[src/game_pkg.sv]
package game_pkg;

	// Bus and memory widths
	typedef logic [31:0] word_t;
	typedef logic [12:0] addr_t;       // Word address, bit 12 picks the window
	typedef logic [11:0] dmem_addr_t;
	typedef logic [4:0]  reg_idx_t;    // Address bits 6:2

	// Box fields carry X or width high, Y or height low
	typedef logic [31:0] box_t;
	typedef logic [15:0] coord_t;
	typedef logic [3:0]  coll_t;       // {inside, both, y, x}
	typedef logic [15:0] count_t;      // Damage and lives

	typedef enum logic [1:0] {
		HIT_IDLE,
		HIT_STRIKE,
		HIT_COOLDOWN
	} hit_state_t;

	// Register window map
	localparam reg_idx_t REG_POS_P1     = 5'd0;
	localparam reg_idx_t REG_POS_P2     = 5'd1;
	localparam reg_idx_t REG_SIZE_P1    = 5'd2;
	localparam reg_idx_t REG_SIZE_P2    = 5'd3;
	localparam reg_idx_t REG_STAGE_POS  = 5'd4;
	localparam reg_idx_t REG_STAGE_SIZE = 5'd5;
	localparam reg_idx_t REG_COLL_P1    = 5'd8;   // Read only from here to REG_REACH
	localparam reg_idx_t REG_COLL_P2    = 5'd9;
	localparam reg_idx_t REG_REACH      = 5'd10;
	localparam reg_idx_t REG_DAMAGE_P1  = 5'd12;
	localparam reg_idx_t REG_DAMAGE_P2  = 5'd13;
	localparam reg_idx_t REG_LIVES_P1   = 5'd14;
	localparam reg_idx_t REG_LIVES_P2   = 5'd15;
	localparam reg_idx_t REG_FRAME      = 5'd16;  // Read only

	// Starting layout of the arena
	localparam box_t RESET_POS_P1     = 32'h016000fa;
	localparam box_t RESET_POS_P2     = 32'h02a900fa;
	localparam box_t RESET_SIZE_P1    = 32'h0085007d;
	localparam box_t RESET_SIZE_P2    = 32'h00590055;
	localparam box_t RESET_STAGE_POS  = 32'h01580014;
	localparam box_t RESET_STAGE_SIZE = 32'h01CC006E;

	// Game rules
	localparam count_t START_LIVES = 16'd3;
	localparam count_t HIT_DAMAGE  = 16'd10;
	localparam count_t KO_DAMAGE   = 16'd100;

	localparam int FRAME_DIV       = 16;  // Cycles per frame, short for simulation
	localparam int COOLDOWN_FRAMES = 4;
	localparam int DIV_W           = $clog2(FRAME_DIV);
	localparam int COOL_W          = $clog2(COOLDOWN_FRAMES + 1);

	typedef logic [DIV_W-1:0]  div_t;
	typedef logic [COOL_W-1:0] cool_t;

endpackage

[src/hit_fsm.sv]
`timescale 1ns/1ps

module hit_fsm (
	input  logic clock,
	input  logic rst_n,
	input  logic attack,      // Button level
	input  logic reach,       // Opponent overlaps the attacker
	input  logic frame_tick,
	output logic hit
);

	game_pkg::hit_state_t state;
	game_pkg::cool_t      frames;
	logic                 attack_q;
	logic                 press;

	assign press = attack && !attack_q;
	assign hit   = (state == game_pkg::HIT_STRIKE);  // One cycle per landed attack

	always_ff @(posedge clock) begin
		if (!rst_n) begin
			state    <= game_pkg::HIT_IDLE;
			frames   <= '0;
			attack_q <= 1'b0;
		end else begin
			attack_q <= attack;
			case (state)
				game_pkg::HIT_IDLE: begin
					if (press) begin
						// A whiff still costs the cooldown
						state <= reach ? game_pkg::HIT_STRIKE : game_pkg::HIT_COOLDOWN;
					end
				end
				game_pkg::HIT_STRIKE: begin
					state <= game_pkg::HIT_COOLDOWN;
				end
				game_pkg::HIT_COOLDOWN: begin
					// First tick only lines up with the frame grid, then whole frames count
					if (frame_tick) begin
						if (frames == game_pkg::cool_t'(game_pkg::COOLDOWN_FRAMES)) begin
							frames <= '0;
							state  <= game_pkg::HIT_IDLE;
						end else begin
							frames <= frames + 1'b1;
						end
					end
				end
				default: state <= game_pkg::HIT_IDLE;
			endcase
		end
	end

endmodule

[config.mk]
export PLATFORM = sky130hd
export DESIGN_NAME = hit_fsm
export DESIGN_NICKNAME = d
export VERILOG_FILES = /design/src/game_pkg.sv /design/src/hit_fsm.sv
export SDC_FILE = /design/constraint.sdc
export NUM_CORES = 1
export LEC_CHECK = 0
export BUFFER_PORTS_ARGS = -buffer_cell sky130_fd_sc_hd__buf_2
export CAP_MARGIN = 10
export CORE_AREA = 2 2 39 41
export CTS_BUF_LIST = sky130_fd_sc_hd__clkbuf_8
export CTS_CLUSTER_DIAMETER = 30
export DETAILED_ROUTE_END_ITERATION = 6
export DIE_AREA = 0 0 41 43
export GPL_TIMING_DRIVEN = 0
export PLACE_DENSITY = 0.41
export SYNTH_ARGS = -nofsm -noshare
export SYNTH_HDL_FRONTEND = slang
export SYNTH_SLANG_ARGS = --single-unit
[constraint.sdc]
create_clock -name clock -period 1.2 [get_ports clock]
set_clock_uncertainty 0.2 [all_clocks]
set_input_delay 0.12 -clock clock [delete_from_list [all_inputs] [get_ports clock]]
set_output_delay 0.12 -clock clock [all_outputs]
set_load 0.05 [all_outputs]
==> out/metrics.yaml, run 1 <==
status:
  status: "finished with violations"
  violations: "negative hold slack, negative setup slack"
global_route:
  grt_start_max_net_pins: 6
  grt_pass1_vias: 251
  antenna_found_initial: 0
  grt_use_total_pct: 9.47
  grt_pass1_wl_um: 979
  overflow: 0
finish:
  synthToLayoutAreaGrowth_pct: 60.0
  seq_area_sq_um: 133
  nets: 49
  multiInputGateArea_sq_um: 194
  post-route-util_pct: 34.0
  fillers: 147
  diodes: 0
  layout-drive-gt1-share_pct: 62.5
sta:
  finalSetupViolCount: 2
  post-route-period-util_pct: 105
  min_period_ns: 1.26
  setup_ws_ns: -0.0627
  worstMarginPinSlew_ns: 0.189
  final_max_slew_viol_count: 0
  max_freq_mhz: 792
  slew_headroom_pct: 87.3
  rsz0062_at_grt: "yes"
  hold_slack_ns: -0.0231
  finalHoldViolCount: 2
clock_tree:
  cts_sinks: 6
  clock_path_buffers: 2
  cts_tree: "done"
  cts_made_buffers: 3
  h-tree-depth: 1
  clk_latency_ns: 0.22
  root_buffer: "clkbuf_8"
  clkTransAtPathRegs_ns: 0.03
yosys:
  synth_edf_count: 0
  synthesis.area_sq_um: 294
  synth_flop_cell: "dfxtp_1"
  syn_area_per_cell_sq_um: 10.5
  ys_seq_area_share_pct: 40.9
  synth-seq-cells: 6
  syn-num-nets: 35
  ys_types: 19
  yosys_warnings: 0
  synthCells: 28
  async_flop_share_pct: 0
worst_setup_path:
  startpoint_type: "flop"
  end_kind: "output pin"
  critPathMaxFanout: 4
  required_ns: 0.88
  crit_type: "reg -> out"
  arrival_ns: 0.94
routing:
  drt_pass1_iterations: 1
  vias: 254
  drc: 0
  viasPerCell: 4.54
  postRouteAntennaNets: 0
  wire_per_inst_um: 10.4
  drt_wl_total_um: 580
  drtIter0Drc: 0
pwr:
  power_frac_comb_pct: 11.5
  p_switching_mw: 0.117
  power_density_mw_per_mm2: 1230
  ir_drop_mv: 0.496
  power.share.clock_pct: 51.0
  p_leak_nw: 0.199
  p_int_mw: 0.461
  swShare_pct: 20.3
  power_frac_seq_pct: 37.5
floorplan:
  dieWidth_um: 41
  fp.dieH_um: 43
  dieArea_sq_mm: 0.00176
  rows: 14
  coreArea_sq_mm: 0.00138
  io_pins: 6
  initial_utilization_pct: 21.2
placed_design:
  gp_congestion: 0.699
  dp_hpwl_um: 423
  port_buffers: 5
  place_ws_ns: -0.0690
min_path:
  hold_path_class: "in -> reg"
flow_run:
  cap_violations: 0
-- per-layer routing --
layer / vias to the layer above / share of wire, % / routed length [um] / GRT usage (%)
met5: - / 0 / 0 / 0
met4: 0 / 11 / 61 / 14.0
met3: 7 / 5.9 / 34 / 3.14
met2: 12 / 48 / 278 / 11.9
met1: 111 / 35 / 205 / 9.42
li1: 124 / - / - / -
-- final timing paths --
kind,from,cells past startpoint,slack [ns],to
max reg2reg,frames[0],4,-0.05,frames[0]
min,rst_n,2,-0.02,frames[1]
max,state[1],2,-0.06,hit
min reg2reg,state[1],1,0.26,state[1]
-- synthesized netlist by cell type (2+ instances only) --
| cell type | number | area, sq um |
|---|---|---|
| ha_1 | 2 | 25.0 |
| dfxtp_1 | 6 | 120 |
| nor2_1 | 2 | 7.51 |
| inv_1 | 3 | 11.3 |
-- flip-flops by register name, indices dropped and copies added (netlist names) --
name	flops
frames	3
state	2
attack_q	1
-- layout by cell type (no fill, tap or decap), types with 2 or more instances in the layout --
cell type	netlist	layout
clkbuf_8	0	3
ha_4	0	2
nor2_1	2	2
inv_2	0	2
dfxtp_4	0	3
dlygate4sd3_1	0	3
dfxtp_1	6	2
buf_2	0	4
-- area by class of cell --
class                           count  share of cell area [%]
Timing Repair Buffer                9                    14.6
Inverter                            3                    2.93
Tap cell                           16                    4.26
Clock buffer                        3                    8.78
Multi-Input combinational cell     19                    41.2
Sequential cell                     6                    28.2
-- through the flow --
step | cells | total power [mW] | TNS [ns] | instance area (sq um)
6_report | 56 | 0.578 | -0.108 | 470
5_1_grt | 56 | 0.613 | -0.197 | 470
4_1_cts | 55 | 0.590 | -0.149 | 433
3_5_place_dp | 49 | 0.268 | -0.177 | 340
3_3_place_gp | 49 | 0.265 | -0.0379 | 340
2_1_floorplan | 28 | 0.251 | 0 | 295
-- power by group through the flow --
stage / clock network [mW] / registers, mW / logic [mW]
floorplan: 0 / 0.220 / 0.0310
global placement: 0 / 0.221 / 0.0440
detailed placement: 0 / 0.222 / 0.0459
CTS: 0.310 / 0.219 / 0.0609
global route: 0.322 / 0.219 / 0.0727
finish: 0.295 / 0.217 / 0.0663
-- what timing repair did --
item / 4_1_cts / 5_1_grt
resized for setup: 9 / 10
pin swaps: 3 / 4
hold buffers: 2 / 1
buffers inserted: 1 / 0
endpoints found under the setup margin: 4 / 6
hold endpoints to repair: 5 / 1
-- critical path: stages, from the launching register on --
cell	delay (ns)
dfxtp_4	0.36
and2b_2	0.22
buf_6	0.15
-- kinds of logic after synthesis --
logic type / after synthesis / share of synthesized area (%)
compound gates: 7 / 19.6
flops: 6 / 40.9
fa+ha+maj: 2 / 8.51
buf+inv: 3 / 3.83
simple gates: 9 / 23.8
mux: 1 / 3.40
No activity file was read; power rests on OpenSTA's default activity.
==> inputs of run 2 (changes only) <==
--- a/config.mk
+++ b/config.mk
@@ -14,6 +14,7 @@
 export DIE_AREA = 0 0 41 43
 export GPL_TIMING_DRIVEN = 0
 export PLACE_DENSITY = 0.41
+export RECOVER_POWER = 25
 export SYNTH_ARGS = -nofsm -noshare
 export SYNTH_HDL_FRONTEND = slang
 export SYNTH_SLANG_ARGS = --single-unit
==> run 2 against run 1 <==
  * The run still ends with negative hold slack, negative setup slack left
  * Sequential share of layout area increased by 0.15 points
  * Cell count unchanged
  * Clock power about the same
  * Sequential cell count unchanged
  * Total power decreased by 0.33%
  * Highest routed layer unchanged
==> out/metrics.yaml, run 2 (synthesis gave the netlist of run 1 again) <==
flow_run:
  cap_violations: 0  # unchanged
worst_setup_path:
  critPathMaxFanout: 4  # unchanged
  cp-startpoint: "state[1]"
  cp_num_buf_inv: 1  # unchanged
  crit_family: "flip-flops"
  cp_cell_sequence: "and2b_2, buf_6"
  reg2reg_depth: 4  # unchanged
  slowest_stage: "dfxtp_4"
  end_kind: "output pin"
  r2r-end: "frames[0]"
  reg2reg_from: "frames[0]"
  max_stage_delay_ns: 0.36  # about the same
  required_ns: 0.88  # about the same
  arrival_ns: 0.94  # about the same
  ff2ff_setup_slack_ns: -0.05  # about the same
  crit_type: "reg -> out"
  startpoint_type: "flop"
  path_depth: 2  # unchanged
finish:
  synthToLayoutAreaGrowth_pct: 59.1
  top_regs: "frames x3, state x2, attack_q x1"
  layout_commonest_cell: "buf_2"
  top_register: "frames"
  final_cell_mix: "4 x buf_2, 3 x clkbuf_8, 3 x dfxtp_4, 3 x dlygate4sd3_1"
  largest_register_ffs: 3  # unchanged
  diodes: 0  # unchanged
  layout-drive-gt1-share_pct: 60.0  # -2.5 points
  nets: 49  # unchanged
pwr:
  power_density_mw_per_mm2: 1230  # +0.20%
  power_mw: 0.576  # -0.33%
  p_leak_nw: 0.196  # -1.3%
  ir_drop_mv: 0.492  # -0.63%
global_route:
  antenna_found_initial: 0  # unchanged
  grt_pass1_vias: 251  # unchanged
  overflow: 0  # unchanged
  grt_pass1_wl_um: 979  # unchanged
  grt_use_total_pct: 9.47  # unchanged
  grt_start_max_net_pins: 6  # unchanged
min_path:
  hold_path_class: "in -> reg"
  min_to: "frames[1]"
  hold_depth: 2  # unchanged
  hp-start: "rst_n"
clock_tree:
  clock_path_buffers: 2  # unchanged
  h-tree-depth: 1  # unchanged
  cts_tree: "done"
  cts_sinks: 6  # unchanged
  cts_made_buffers: 3  # unchanged
  clkTransAtPathRegs_ns: 0.03  # about the same
  clk_latency_ns: 0.22  # about the same
  root_buffer: "clkbuf_8"
sta:
  max_freq_mhz: 792  # about the same
  hold_slack_ns: -0.0291  # -0.00595 ns
  finalSetupViolCount: 2  # unchanged
  post-route-period-util_pct: 105  # about the same
  slew_headroom_pct: 87.3  # unchanged
  final_max_slew_viol_count: 0  # unchanged
  min_period_ns: 1.26  # -0.0000872 ns
  finalHoldViolCount: 2  # unchanged
  rsz0062_at_grt: "yes"
  worstMarginPinSlew_ns: 0.189  # unchanged
  setup_ws_ns: -0.0626  # +0.0000872 ns
floorplan:
  rows: 14  # unchanged
  fp.dieH_um: 43  # unchanged
  dieWidth_um: 41  # unchanged
  initial_utilization_pct: 21.2  # unchanged
  io_pins: 6  # unchanged
  dieArea_sq_mm: 0.00176  # unchanged
  coreArea_sq_mm: 0.00138  # unchanged
placed_design:
  place_ws_ns: -0.0690  # unchanged
  port_buffers: 5  # unchanged
  gp_congestion: 0.699  # unchanged
  dp_hpwl_um: 423  # unchanged
routing:
  drt_wl_total_um: 580  # unchanged
  drc: 0  # unchanged
  postRouteAntennaNets: 0  # unchanged
  viasPerCell: 4.54  # unchanged
  wire_per_inst_um: 10.4  # unchanged
  drt_pass1_iterations: 1  # unchanged
  vias: 254  # unchanged
  drtIter0Drc: 0  # unchanged
status:
  violations: "negative hold slack, negative setup slack"
  status: "finished with violations"
run 2: cell types whose count changed in the layout (fill, tap and decap cells not counted):
cell    previous run  this run
and2_0             0         1
and2_4             1         0
run 2: layer usage:
metal  vias to the layer above  track usage, %  routed length, um
met1                       111            9.42                205
li1                        124               -                  -
met5                         -               0                  0
met2                        12            11.9                278
met3                         7            3.14                 34
met4                         0            14.0                 61
run 2: worst max-delay path by stage:
stage | to | slack (ns)
2_1_floorplan | frames[0] | 0.007
3_3_place_gp | frames[0] | -0.03
3_5_place_dp | frames[0] | -0.07
4_1_cts | frames[0] | -0.07
5_1_grt | hit | -0.09
6_report | hit | -0.06
run 2: stage by stage:
| step | hold WS, ns | std cells | util [%] | setup TNS, ns | area [sq um] |
|---|---|---|---|---|---|
| 6_report | -0.0291 | 56 | 33.8 | -0.108 | 468 |
| 3_3_place_gp | 0.152 | 49 | 24.6 | -0.0379 | 340 |
| 4_1_cts | -0.0332 | 55 | 31.3 | -0.149 | 433 |
| 2_1_floorplan | 0.0482 | 28 | - | 0 | 295 |
| 5_1_grt | 0.00405 | 56 | 33.8 | -0.236 | 468 |
| 3_5_place_dp | 0.168 | 49 | 24.6 | -0.177 | 340 |
run 2: area by class of cell:
class                           instances  area (sq um)
Multi-Input combinational cell         19           191
Sequential cell                         6           133
Inverter                                3          13.8
Fill cell                             148           916
Clock buffer                            3          41.3
Tap cell                               16          20.0
Timing Repair Buffer                    9          68.8
run 2: power by group:
part           leakage, nW  internal (mW)  switching [mW]
Combinational        0.123         0.0377          0.0268
Clock               0.0216          0.215          0.0799
Sequential          0.0517          0.207          0.0102
Total                0.196          0.459           0.117
run 2: timing repair:
item	4_1_cts	5_1_grt
pin swaps	3	4
hold buffers	2	1
hold endpoints to repair	5	1
setup buffers	1	0
setup endpoints to repair	4	6
cloned	0	0
resized for setup	9	10
==> inputs of run 3 (changes only) <==
--- a/config.mk
+++ b/config.mk
@@ -5,6 +5,7 @@
 export SDC_FILE = /design/constraint.sdc
 export NUM_CORES = 1
 export LEC_CHECK = 0
+export ABC_AREA = 1
 export BUFFER_PORTS_ARGS = -buffer_cell sky130_fd_sc_hd__buf_2
 export CAP_MARGIN = 10
 export CORE_AREA = 2 2 39 41
@@ -13,7 +14,7 @@
 export DETAILED_ROUTE_END_ITERATION = 6
 export DIE_AREA = 0 0 41 43
 export GPL_TIMING_DRIVEN = 0
-export PLACE_DENSITY = 0.41
+export PLACE_DENSITY = 0.43
 export RECOVER_POWER = 25
 export SYNTH_ARGS = -nofsm -noshare
 export SYNTH_HDL_FRONTEND = slang
==> run 3 against run 2 <==
  * The run now ends clean
  * First-iteration DRC count is 2 higher
  * Wire length is 6.7% higher
  * Final area is 0.80% higher
  * Total power is 12% higher
  * Clock power is 2% higher
  * Non-clock buffer count stayed put
  * Hold slack better by 0.082 ns
==> out/metrics.yaml, run 3 <==
sta:
  max_freq_mhz: 843  # +6.4%
  tns_ns: 0  # +0.108 ns
  post-route-period-util_pct: 98.9  # -6.4 points
  rsz0062_at_grt: "yes"
  min_period_ns: 1.19  # -0.0762 ns
  slew_headroom_pct: 85.0  # -2.4 points
  finalHoldViolCount: 0  # -2
  final_max_slew_viol_count: 0  # unchanged
  finalSetupViolCount: 0  # -2
  worstMarginPinSlew_ns: 0.226  # +0.0369 ns
clock_tree:
  cts_made_buffers: 3  # unchanged
  root_buffer: "clkbuf_8"
  h-tree-depth: 1  # unchanged
  cts_sinks: 6  # unchanged
  clk_latency_ns: 0.22  # about the same
  cts_tree: "done"
  clkTransAtPathRegs_ns: 0.04  # about the same
  clock_path_buffers: 2  # unchanged
yosys:
  syn_area_per_cell_sq_um: 6.33  # -40%
  ys_seq_area_share_pct: 37.9  # -2.9 points
  synthTopCellsByArea: "dfxtp_1 38%, nand2_1 18%, inv_1 11%, nor2_1 11%, ha_1 7.9%"
  synth_fa_ha_area_share_pct: 7.91  # -0.61 points
  synth_compound_area_share_pct: 6.32  # -13 points
  synth-simple-area-share_pct: 36.0  # +12 points
  yosys_warnings: 0  # unchanged
  synth_top_family_by_area: "simple AND/OR/NAND/NOR gates"
  syn-num-nets: 57  # +63%
  synth_edf_count: 0  # unchanged
  synth_xor_area_share_pct: 0  # unchanged
  synthesis.area_sq_um: 317  # +7.7%
  synth_top_area_cell: "dfxtp_1"
  ys_types: 12  # -7
  async_flop_share_pct: 0  # unchanged
  synth_flop_cell: "dfxtp_1"
  synth.area.mux_share_pct: 0  # -3.4 points
  synth-seq-cells: 6  # unchanged
  synth_top_area_share_pct: 37.9  # -2.9 points
  synth_most_common_cell: "nand2_1"
  synthCells: 50  # +79%
  ys_top_cells_by_count: "15 x nand2_1, 9 x inv_1, 9 x nor2_1, 6 x dfxtp_1, 3 x a21oi_1"
floorplan:
  dieWidth_um: 41  # unchanged
  io_pins: 6  # unchanged
  initial_utilization_pct: 22.9  # +1.6 points
  dieArea_sq_mm: 0.00176  # unchanged
  fp.dieH_um: 43  # unchanged
  rows: 14  # unchanged
  coreArea_sq_mm: 0.00138  # unchanged
routing:
  drtIter0Drc: 2  # +2
  vias: 323  # +27%
  drt_pass1_iterations: 4  # +3
  viasPerCell: 4.14  # -8.7%
  drc: 0  # unchanged
  wire_per_inst_um: 7.94  # -23%
  postRouteAntennaNets: 0  # unchanged
  drt_wl_total_um: 619  # +6.7%
worst_setup_path:
  slowest_stage: "dfxtp_2"
  critPathMaxFanout: 4  # unchanged
  crit_type: "reg -> out"
  max_stage_delay_ns: 0.34  # -0.02 ns
  arrival_ns: 0.87  # -0.07 ns
  end_kind: "output pin"
  crit_family: "flip-flops"
  cp_cell_sequence: "inv_2, nor2_2, buf_6"
  required_ns: 0.88  # about the same
  cp_num_buf_inv: 2  # +1
  startpoint_type: "flop"
global_route:
  grt_use_total_pct: 9.75  # +0.28 points
  grt_pass1_vias: 270  # +7.6%
  use_met3_pct: 3.14  # unchanged
  grt_pass1_wl_mm: 1.02  # +4.3%
  antenna_found_initial: 0  # unchanged
  overflow: 0  # unchanged
  use_met1_pct: 10.3  # +0.91 points
  use_met2_pct: 10.9  # -0.94 points
  grt_start_max_net_pins: 7  # +1
  busiest_layer: "met4"
status:
  status: "complete, no violations"
finish:
  synthToLayoutAreaGrowth_pct: 49.0
  final_cell_mix: "14 x nand2_1, 7 x nor2_1, 6 x inv_1"
  largest_register_ffs: 3  # unchanged
  layout_commonest_cell: "nand2_1"
  fillers: 157  # +6.1%
  nets: 71  # +45%
  top_regs: "frames x3, state x2, attack_q x1"
  diodes: 0  # unchanged
  top_register: "frames"
  post-route-util_pct: 34.1  # +0.27 points
  layout-drive-gt1-share_pct: 35.5  # -25 points
placed_design:
  dp_hpwl_um: 449  # +6.1%
  port_buffers: 5  # unchanged
  gp_congestion: 0.616  # -12%
pwr:
  power_density_mw_per_mm2: 1370  # +11%
  p_leak_nw: 0.234  # +19%
  ir_drop_mv: 0.376  # -24%
  power_mw: 0.645  # +12%
min_path:
  hold_path_class: "in -> reg"
flow_run:
  cap_violations: 0  # unchanged
run 3: cell count changes after synthesis, sizes merged, moves of 2 or more:
cell | before | now
nand2 | 1 | 16
a21oi | 1 | 3
inv | 3 | 10
nor2 | 2 | 10
run 3: routing by layer:
layer,share of wire [%],wire [um]
met1,43,266
met2,45,278
met3,2.9,18
met4,8.9,55
met5,0,0
run 3: worst register-to-register path, delay by kind of cell (launching register included):
kind / cells / cell delay (ns)
simple gates: 1 / 0.06
flops: 1 / 0.31
fa+ha+maj: 1 / 0.14
compound gates: 2 / 0.21
buf+inv: 1 / 0.08
run 3: per-stage QoR:
step                      hold WS, ns  setup WS [ns]  std cells  cell area, sq um
final                          0.0533         0.0136         78               472
after global routing           0.0961        -0.0299         78               472
after CTS                      0.0545       -0.00135         77               444
after detailed placement        0.123        -0.0216         71               364
after global placement          0.117        -0.0146         71               364
after floorplan                0.0135         0.0392         50               319
run 3: layout make-up:
cell class	instances	area, sq um	area share, %
flip-flops and latches	6	124	26.3
well taps	16	20.0	4.24
multi-input cells	34	181	38.5
clock buffers	3	41.3	8.75
repair buffers	9	67.6	14.3
inverters	10	37.5	7.96
run 3: cells by family after synthesis:
logic type	Yosys count
compound gates	4
fa+ha+maj	2
buf+inv	10
flops	6
simple gates	28
run 3: power by group:
group	switching, mW	total (mW)	leakage (nW)	internal (mW)
combinational	0.0624	0.113	0.162	0.0507
clock	0.0861	0.301	0.0216	0.215
sequential	0.0136	0.230	0.0503	0.217
run 3: what timing repair did:
action / CTS / global route
setup buffers: 0 / 1
hold buffers: 3 / 0
gates resized for setup: 6 / 8
pin swaps: 0 / 1
hold endpoints to repair: 6 / 0
endpoints found under the setup margin: 2 / 5
run 3: final timing paths:
path                                  from        end  cells after the start  slack [ns]
worst max-delay path              state[0]        hit                      3        0.01
worst max register to register   frames[0]   state[1]                      5        0.08
worst min register to register    attack_q   state[0]                      3        0.29
worst min-delay path            frame_tick  frames[1]                      4        0.05
